`src/hw/rom_load_pkg.sv`:
```
/*
 * ROM download package
 * Region and writer-state enums, the SDRAM write request, the routed
 * byte and the start table, plus the layout of the 64-byte file header.
 */
`default_nettype none

package rom_load_pkg;

    parameter int DL_ADDR_W = 25;                            // loader address width

    localparam logic [DL_ADDR_W-1:0] HEADER_BYTES = 25'd64;  // whole header
    localparam logic [DL_ADDR_W-1:0] START_BYTES  = 25'd8;   // start table part
    localparam logic [DL_ADDR_W-1:0] CFG_FIRST    = 25'd8;   // first config byte

    typedef enum logic [2:0] {
        RGN_START,
        RGN_CFG,
        RGN_CPU,
        RGN_SND,
        RGN_PCM,
        RGN_GFX,
        RGN_QSND,
        RGN_NONE
    } rom_region_e;

    typedef enum logic [1:0] {
        WR_IDLE,
        WR_LOAD,
        WR_CLEAR
    } wr_state_e;

    // fields listed MSB first, so snd_start holds the first two header bytes
    typedef struct packed {
        logic [15:0] qsnd_start;
        logic [15:0] gfx_start;
        logic [15:0] pcm_start;
        logic [15:0] snd_start;
    } start_table_t;

    typedef struct packed {
        logic [21:0] addr;  // word address
        logic [15:0] data;  // byte in both halves
        logic [1:0]  mask;  // active low
        logic [1:0]  bank;
    } prog_req_t;

    typedef struct packed {
        rom_region_e region;
        prog_req_t   req;
        logic [7:0]  raw;   // byte as received
    } route_t;

endpackage

`default_nettype wire

```
`src/hw/rom_addr_router.sv`:
```
/*
 * ROM address router
 * Sorts each downloaded byte into a region, rebases its address to the
 * region start plus offset, sets bank and byte mask, and descrambles
 * CPU bytes when the header flags ask for it. Purely combinational.
 */
`default_nettype none

module rom_addr_router #(
    parameter int          REGSIZE    = 24,
    parameter int          CFG_BYTE   = 39,
    parameter logic [21:0] CPU_OFFSET = 22'h0,
    parameter logic [21:0] SND_OFFSET = 22'h0,
    parameter logic [21:0] PCM_OFFSET = 22'h0,
    parameter logic [21:0] GFX_OFFSET = 22'h0
) (
    input  wire  [rom_load_pkg::DL_ADDR_W-1:0]   ioctl_addr,
    input  wire  [7:0]                           ioctl_data,
    input  rom_load_pkg::start_table_t           starts,
    input  wire                                  decrypt,
    input  wire                                  scramble_bit,
    output rom_load_pkg::route_t                 route
);

    import rom_load_pkg::*;

    localparam int CFG_END = (REGSIZE + 16 > CFG_BYTE) ? REGSIZE + 16 : CFG_BYTE + 1;

    logic [DL_ADDR_W-1:0] bulk;
    logic [15:0]          kb;
    logic [DL_ADDR_W-1:0] snd_rel;
    logic [DL_ADDR_W-1:0] pcm_rel;
    logic [DL_ADDR_W-1:0] gfx_rel;
    rom_region_e          region;
    logic                 scramble;
    logic [7:0]           data_out;

    function automatic logic [7:0] descramble(input logic [7:0] d);
        logic [7:0] r;
        r = 8'h00;
        if (d[0])  r = r ^ 8'h04;
        if (d[1])  r = r ^ 8'h21;
        if (d[2])  r = r ^ 8'h01;
        if (!d[3]) r = r ^ 8'h50;   // clear bit contributes
        if (d[4])  r = r ^ 8'h40;
        if (d[5])  r = r ^ 8'h06;
        if (d[6])  r = r ^ 8'h08;
        if (!d[7]) r = r ^ 8'h88;   // clear bit contributes
        return r;
    endfunction

    assign bulk    = ioctl_addr - HEADER_BYTES;             // header excluded
    assign kb      = {1'b0, bulk[24:10]};
    assign snd_rel = bulk - {starts.snd_start[14:0], 10'd0};
    assign pcm_rel = bulk - {starts.pcm_start[14:0], 10'd0};
    assign gfx_rel = bulk - {starts.gfx_start[14:0], 10'd0};

    always_comb begin
        if (ioctl_addr < START_BYTES)                region = RGN_START;
        else if (ioctl_addr < DL_ADDR_W'(CFG_END))   region = RGN_CFG;
        else if (ioctl_addr < HEADER_BYTES)          region = RGN_NONE;
        else if (kb < starts.snd_start)              region = RGN_CPU;
        else if (kb < starts.pcm_start)              region = RGN_SND;
        else if (kb < starts.gfx_start)              region = RGN_PCM;
        else if (kb < starts.qsnd_start)             region = RGN_GFX;
        else                                         region = RGN_QSND;
    end

    // odd/even parity against the flag picks which CPU bytes are scrambled
    assign scramble = region == RGN_CPU && decrypt && bulk[19] && (bulk[0] ^ scramble_bit);
    assign data_out = scramble ? descramble(ioctl_data) : ioctl_data;

    always_comb begin
        route.region   = region;
        route.raw      = ioctl_data;
        route.req.data = {2{data_out}};
        route.req.mask = ioctl_addr[0] ? 2'b01 : 2'b10;
        route.req.bank = 2'd1;
        case (region)
            RGN_CPU: begin
                route.req.addr = bulk[22:1] + CPU_OFFSET;
                route.req.bank = 2'd3;
            end
            RGN_SND: route.req.addr = snd_rel[22:1] + SND_OFFSET;
            RGN_PCM: route.req.addr = pcm_rel[22:1] + PCM_OFFSET;
            RGN_GFX: begin
                route.req.addr = gfx_rel[22:1] + GFX_OFFSET;
                route.req.bank = 2'd2;
            end
            default: route.req.addr = {9'd0, bulk[12:0]};  // internal ROM index
        endcase
    end

endmodule

`default_nettype wire

```
`src/hw/rom_header_regs.sv`:
```
/*
 * ROM header registers
 * Collects the four 16-bit section starts from the first header bytes and
 * latches the descramble flags found in the configuration byte.
 */
`default_nettype none

module rom_header_regs #(
    parameter int REGSIZE  = 24,
    parameter int CFG_BYTE = 39
) (
    input  wire                                  clk,
    input  wire                                  rst_n,
    input  wire  [rom_load_pkg::DL_ADDR_W-1:0]   ioctl_addr,
    input  wire  [7:0]                           ioctl_data,
    input  wire                                  ioctl_wr,
    input  wire                                  downloading,
    output rom_load_pkg::start_table_t           starts,
    output logic                                 decrypt,
    output logic                                 scramble_bit
);

    import rom_load_pkg::*;

    // the flag byte always counts as configuration
    localparam int CFG_END = (REGSIZE + 16 > CFG_BYTE) ? REGSIZE + 16 : CFG_BYTE + 1;

    logic in_start;
    logic in_cfg;
    logic at_flags;

    assign in_start = ioctl_addr < START_BYTES;
    assign in_cfg   = ioctl_addr >= CFG_FIRST && ioctl_addr < DL_ADDR_W'(CFG_END);
    assign at_flags = in_cfg && ioctl_addr == DL_ADDR_W'(CFG_BYTE);

    always_ff @(posedge clk or negedge rst_n) begin
        if (!rst_n) begin
            starts       <= '0;
            decrypt      <= 1'b0;
            scramble_bit <= 1'b0;
        end else begin
            if (!downloading) begin
                decrypt <= 1'b0;                    // drops between downloads
            end else if (ioctl_wr) begin
                if (in_start) begin
                    // new byte enters at the top, first byte ends lowest
                    starts <= start_table_t'({ioctl_data, starts[63:8]});
                end
                if (at_flags) begin
                    decrypt      <= ioctl_data[7];
                    scramble_bit <= ioctl_data[6];
                end
            end
        end
    end

endmodule

`default_nettype wire

```
`src/hw/rom_loader_top.sv`:
```
/*
 * ROM loader top level
 * Header registers, address router and SDRAM writer for the arcade
 * ROM download path.
 */
`default_nettype none

module rom_loader_top #(
    parameter int          REGSIZE     = 24,
    parameter int          CFG_BYTE    = 39,
    parameter logic [21:0] CPU_OFFSET  = 22'h0,
    parameter logic [21:0] SND_OFFSET  = 22'h0,
    parameter logic [21:0] PCM_OFFSET  = 22'h0,
    parameter logic [21:0] GFX_OFFSET  = 22'h0,
    parameter int          CLEAR_WORDS = 131072
) (
    input  wire                                  clk,
    input  wire                                  rst_n,
    input  wire  [rom_load_pkg::DL_ADDR_W-1:0]   ioctl_addr,
    input  wire  [7:0]                           ioctl_data,
    input  wire                                  ioctl_wr,
    input  wire                                  downloading,
    input  wire                                  prog_rdy,
    output rom_load_pkg::prog_req_t              prog,
    output wire                                  prog_we,
    output wire                                  prom_we,
    output wire  [12:0]                          prom_addr,
    output wire                                  cfg_we,
    output wire                                  dwnld_busy
);

    import rom_load_pkg::*;

    start_table_t starts;
    route_t       route;
    wire          decrypt;
    wire          scramble_bit;

    rom_header_regs #(
        .REGSIZE  (REGSIZE),
        .CFG_BYTE (CFG_BYTE)
    ) u_header (
        .clk          (clk),
        .rst_n        (rst_n),
        .ioctl_addr   (ioctl_addr),
        .ioctl_data   (ioctl_data),
        .ioctl_wr     (ioctl_wr),
        .downloading  (downloading),
        .starts       (starts),
        .decrypt      (decrypt),
        .scramble_bit (scramble_bit)
    );

    rom_addr_router #(
        .REGSIZE    (REGSIZE),
        .CFG_BYTE   (CFG_BYTE),
        .CPU_OFFSET (CPU_OFFSET),
        .SND_OFFSET (SND_OFFSET),
        .PCM_OFFSET (PCM_OFFSET),
        .GFX_OFFSET (GFX_OFFSET)
    ) u_router (
        .ioctl_addr   (ioctl_addr),
        .ioctl_data   (ioctl_data),
        .starts       (starts),
        .decrypt      (decrypt),
        .scramble_bit (scramble_bit),
        .route        (route)
    );

    rom_prog_writer #(
        .CLEAR_WORDS (CLEAR_WORDS)
    ) u_writer (
        .clk         (clk),
        .rst_n       (rst_n),
        .downloading (downloading),
        .ioctl_wr    (ioctl_wr),
        .route       (route),
        .prog_rdy    (prog_rdy),
        .prog        (prog),
        .prog_we     (prog_we),
        .prom_we     (prom_we),
        .prom_addr   (prom_addr),
        .cfg_we      (cfg_we),
        .dwnld_busy  (dwnld_busy)
    );

endmodule

`default_nettype wire

```
`src/hw/rom_prog_writer.sv`:
```
/*
 * ROM programming writer
 * Registers routed bytes into SDRAM writes held until prog_rdy, pulses
 * the config and internal-ROM strobes, and zeroes work RAM once the
 * download has ended.
 */
`default_nettype none

module rom_prog_writer #(
    parameter int CLEAR_WORDS = 131072
) (
    input  wire                      clk,
    input  wire                      rst_n,
    input  wire                      downloading,
    input  wire                      ioctl_wr,
    input  rom_load_pkg::route_t     route,
    input  wire                      prog_rdy,
    output rom_load_pkg::prog_req_t  prog,
    output logic                     prog_we,
    output logic                     prom_we,
    output logic [12:0]              prom_addr,
    output logic                     cfg_we,
    output logic                     dwnld_busy
);

    import rom_load_pkg::*;

    localparam int CNT_W = $clog2(CLEAR_WORDS + 1);

    wr_state_e  state;
    logic [CNT_W-1:0] clr_cnt;
    logic [CNT_W-1:0] clr_cnt_nxt;
    logic       byte_wr;
    logic       is_prog;
    logic       start_clr;
    logic       clr_ack;
    logic       clr_last;

    assign byte_wr     = ioctl_wr && downloading && state != WR_CLEAR;
    assign is_prog     = route.region inside {RGN_CPU, RGN_SND, RGN_PCM, RGN_GFX};
    assign start_clr   = state == WR_LOAD && !downloading && !prog_we;
    assign clr_ack     = state == WR_CLEAR && prog_we && prog_rdy;
    assign clr_cnt_nxt = clr_cnt + 1'b1;
    assign clr_last    = clr_cnt == CNT_W'(CLEAR_WORDS - 1);
    assign prom_addr   = prog.addr[12:0];   // bulk address mod 8192

    always_ff @(posedge clk or negedge rst_n) begin
        if (!rst_n) begin
            state      <= WR_IDLE;
            prog_we    <= 1'b0;
            prom_we    <= 1'b0;
            cfg_we     <= 1'b0;
            dwnld_busy <= 1'b0;
            clr_cnt    <= '0;
        end else begin
            prom_we <= 1'b0;                    // single-cycle strobes
            cfg_we  <= 1'b0;
            if (byte_wr) begin
                prog_we    <= is_prog;
                prom_we    <= route.region == RGN_QSND;
                cfg_we     <= route.region == RGN_CFG;
                dwnld_busy <= 1'b1;
                state      <= WR_LOAD;
            end else begin
                case (state)
                    WR_LOAD: begin
                        if (prog_we && prog_rdy) begin
                            prog_we <= 1'b0;
                        end else if (start_clr) begin
                            prog_we <= 1'b1;    // first clear word
                            clr_cnt <= '0;
                            state   <= WR_CLEAR;
                        end
                    end
                    WR_CLEAR: begin
                        if (clr_ack) begin
                            prog_we <= 1'b0;
                            clr_cnt <= clr_cnt_nxt;
                            if (clr_last) begin
                                dwnld_busy <= 1'b0;
                                state      <= WR_IDLE;
                            end
                        end else if (!prog_we) begin
                            prog_we <= 1'b1;
                        end
                    end
                    WR_IDLE: ;
                    default: state <= WR_IDLE;
                endcase
            end
        end
    end

    // request payload, no reset needed
    always_ff @(posedge clk) begin
        if (byte_wr) begin
            prog <= route.req;
        end else if (start_clr) begin
            prog <= '0;                         // zero data, mask 00, bank 0
        end else if (clr_ack) begin
            prog.addr <= 22'(clr_cnt_nxt);
        end
    end

endmodule

`default_nettype wire

```
`config.mk`:
```
export PLATFORM = sky130hd
export DESIGN_NAME = rom_loader_top
export DESIGN_NICKNAME = d
export VERILOG_FILES = /design/src/hw/rom_load_pkg.sv /design/src/hw/rom_addr_router.sv /design/src/hw/rom_header_regs.sv /design/src/hw/rom_loader_top.sv /design/src/hw/rom_prog_writer.sv
export SDC_FILE = /design/constraint.sdc
export NUM_CORES = 1
export LEC_CHECK = 0
export BUFFER_PORTS_ARGS = -buffer_cell sky130_fd_sc_hd__buf_2
export CAP_MARGIN = 40
export CORE_MARGIN = 5
export CORE_UTILIZATION = 40
export DETAILED_ROUTE_END_ITERATION = 16
export HOLD_SLACK_MARGIN = 0.12
export MAX_ROUTING_LAYER = met4
export SLEW_MARGIN = 20
export SYNTH_ARGS = -nofsm -noshare
export SYNTH_HDL_FRONTEND = slang
export SYNTH_SLANG_ARGS = --single-unit
```
`constraint.sdc`:
```
create_clock -name clk -period 7 [get_ports clk]
set_clock_uncertainty 0.2 [all_clocks]
set_input_delay 0 -clock clk [delete_from_list [all_inputs] [get_ports clk]]
set_output_delay 0 -clock clk [all_outputs]
set_load 0.02 [all_outputs]
```
==> summary.txt <==
Yosys
  – #FFs+latches synth: 124
  – Main synth FF type: dfrtp_1
  – FFs w/ async S/R, synth: 72.6%
  – Ranking of synthesized cells by area: dfrtp_1 27%, edfxtp_1 12%, ha_1 11%, nand2_1 5.3%, o21ai_0 4.6%
  – Synthesized Nets: about 1.0k
  – Post-synthesis adder-cell area fraction: 11.5%
  – Yosys top cell by area: dfrtp_1
  – Cell area after synthesis: 8210 um^2
  – Post-synthesis xor/xnor area fraction: a little over 5%
  – Ys Warns: 0
  – Sequential-to-total area share from yosys stat: 39.8%
  – Post-Syn Instances: 909
  – Post-synth top area share: 27.4%
  – EDFF count, synth: 34
  – Simple logic cell fraction of the synthesized area: 15.5%
  – Mux share of post-synthesis cell area: 3.91%
  – Mean cell area of the mapped netlist: between 9 and 10 um^2
  – Synth cell types: 66
  – Largest family of logic cells by synthesized area: compound AO/OA/AOI/OAI gates
  – Complex-gate fraction of the synthesized area: 16.5%

Detailed routing
  – Post-Route WL: 22600 um
  – Wire per inst: roughly 17 um
  – Iter 0 DRT Violations: 517
  – Via density: approximately 5.4
  – Via count: 7064
  – DRC viols: 0
  – Pre-antenna DRT Iters: 5
  – Post-route ant nets: 0

Timing
  – Setup violators final: 0
  – RSZ-0062 raised after global routing: false
  – Final Max Slew Viols: 0
  – Hold Fails Final Rpt: 0
  – Slew HR: between 50% and 60%
  – Fin worst setup slack: slightly below 600 ps
  – Min Tclk post-route: 6420 ps
  – Worst hold slack: roughly 160 ps
  – Worst slew pin tran: about 680 ps
  – Post-route setup TNS: 0 ps
  – Period utilization: between 90% and 100%
  – Fmax: 156 MHz

Run status
  – Run status: completed

Layout
  – Most common library cell in the layout ignoring fill and taps: nand2_1
  – Post-route design area: 9910 um^2
  – Most frequent cells in the layout: 115 x nand2_1, 95 x buf_2, 90 x dfrtp_1
  – Layout cells sized above 1: 16.3%
  – Core Util, Final: about half
  – Final Net Count: roughly 1.1k
  – Area Growth Syn to Fin: 20.6%
  – Non-Filler Instances: 1316
  – # diodes: 0

Worst setup path
  – WS Path Type: in -> reg
  – Crit path from: ioctl_addr[12]
  – Worst r2r src: u_header.starts[23]
  – WP data required: 6960 ps
  – Worst path arrival time: 6380 ps
  – Critical path endpoint category: register
  – Worst setup SP type: input port
  – CP Max Fanout: 6

GRT
  – Pin count of the biggest net entering global routing: 121
  – Initial antenna violation count: 0
  – Grt ovf: 0
  – First-pass GRT wire length: 36400 um
  – Total GRT Usage: 19.9%
  – Vias in the first global route: 6846

Place
  – Routability congestion estimate: 0.910
  – Post-DP HPWL: 16500 um
  – Post-DP Area: 8870 um^2
  – Pre-CTS setup slack: 254 ps
  – Inst Count DP: around 1.2k
  – Port buffer count: 96

Die
  – Height of the die: approximately 150 um
  – Full die area: 23500 um^2
  – Width of the die: 153 um
  – Placeable core area: 20200 um^2
  – Starting Density: roughly 41%
  – IO Count: 97
  – Num rows: 52

CTS
  – CTS tree: built
  – Clock transition at path regs: 60 ps
  – Worst-skew pair later-pin latency: 430 ps
  – H-tree depth: 4
  – Longest Clk Path Bufs: 2
  – Clock root cell: clkbuf_16
  – Number of buffers created by CTS: 17
  – CTS sink cnt: ~120

Power and ir drop
  – VDD IR-drop max: between 0.15 and 0.2 mV
  – Pwr dens: 223 nW/um^2
  – Leak pwr: approximately 4.7 nW
  – Total power: between 2 and 2.5 mW

Worst hold path
  – Tightest Hold Check Type: in -> reg
  – Hold path start: ioctl_addr[21]

Flow run
  – MaxCap Viol Count: 0
## where the power goes
group	internal (mW)	switching, mW	leakage, nW
Sequential	0.818	0.0304	1.29
Clock	0.495	0.365	0.274
Combinational	0.160	0.337	3.12
## cell usage after synthesis, types with 3 or more instances
cell	count
mux2i_1	22
nand3b_1	5
a221oi_1	3
nor4_1	3
and3_1	8
nand2_1	115
o31ai_1	7
nor3_1	14
edfxtp_1	34
inv_1	80
mux2_2	9
buf_4	29
and4_1	3
a211oi_1	7
ha_1	74
a22oi_1	8
a21o_1	5
nor2_1	78
o21a_1	5
nand3_1	18
o22ai_1	18
o21ai_0	76
nor4b_1	3
dfrtp_1	90
nor2b_1	6
clkbuf_1	17
a21oi_1	51
a22o_1	3
nand4_1	8
xnor2_1	27
o21ai_1	11
buf_2	5
xor2_1	19
or3_1	3
## critical path: stages
cell	delay [ps]
dlygate4sd3_1	540
buf_2	150
or4_1	470
nor3_2	220
nand3_1	200
nor3_1	220
xnor2_1	260
inv_1	200
ha_1	360
nand3_1	100
or3_1	430
o31ai_4	410
o221ai_4	190
mux2i_1	160
o21ai_0	160
ha_1	210
fa_1	200
nor2b_1	60
o21ai_0	260
a21boi_1	150
o221a_2	270
o41ai_1	400
o21ai_1	240
xnor2_1	170
a21oi_1	150
o21a_1	130
o32ai_1	70
## state kept, by name (all words and copies together), names as in the netlist
signal                 flops
u_header.starts           64
u_writer.prog             34
u_writer.clr_cnt          18
u_writer.state             2
u_header.decrypt           1
u_header.scramble_bit      1
u_writer.cfg_we            1
u_writer.dwnld_busy        1
u_writer.prog_we           1
u_writer.prom_we           1
## routing by layer
metal	global-route usage, %	vias up	routed length, um
met3	3.25	42	1140
met2	30.1	217	10400
met4	7.13	0	551
met5	-	-	0
li1	-	3425	-
met1	27.1	3380	10500
## cell families (layout without fill, tap and decap cells)
family | after synthesis | after routing
buffers and inverters | 133 | 270
flip-flops | 124 | 124
adder cells (fa/ha/maj) | 75 | 75
AO/OA/AOI/OAI | 220 | 220
XOR/XNOR | 47 | 47
multiplexers | 31 | 31
AND/OR/NAND/NOR | 279 | 279
## path summary, 6_finish.rpt
| kind | end | slack [ps] | cells past startpoint |
|---|---|---|---|
| worst max-delay path | u_writer.prog[41] | 580 | 27 |
| worst min-delay path | u_writer.prog[40] | 160 | 5 |
| worst max register to register | u_writer.prog[41] | 1830 | 21 |
| worst min register to register | u_header.starts[9] | 270 | 2 |
| max in group asynchronous | u_header.starts[33] | 5750 | 5 |
| min in group asynchronous | u_header.starts[52] | 360 | 4 |
## layout make-up
type	count	area [um^2]
fillers	1879	10300
multi-input cells	652	4340
flip-flops and latches	124	3270
repair buffers	158	1100
clock buffers	18	429
well taps	270	338
inverters	80	300
clock inverters	14	133
## repair_timing
| action | CTS | global route |
|---|---|---|
| hold buffers | 41 | 0 |
| gates resized for setup | 0 | 4 |
| setup buffers | 0 | 1 |
| endpoints found under the setup margin | 0 | 2 |
| endpoints found under the hold margin | 139 | 0 |
No activity file was read; power rests on OpenSTA's default activity.
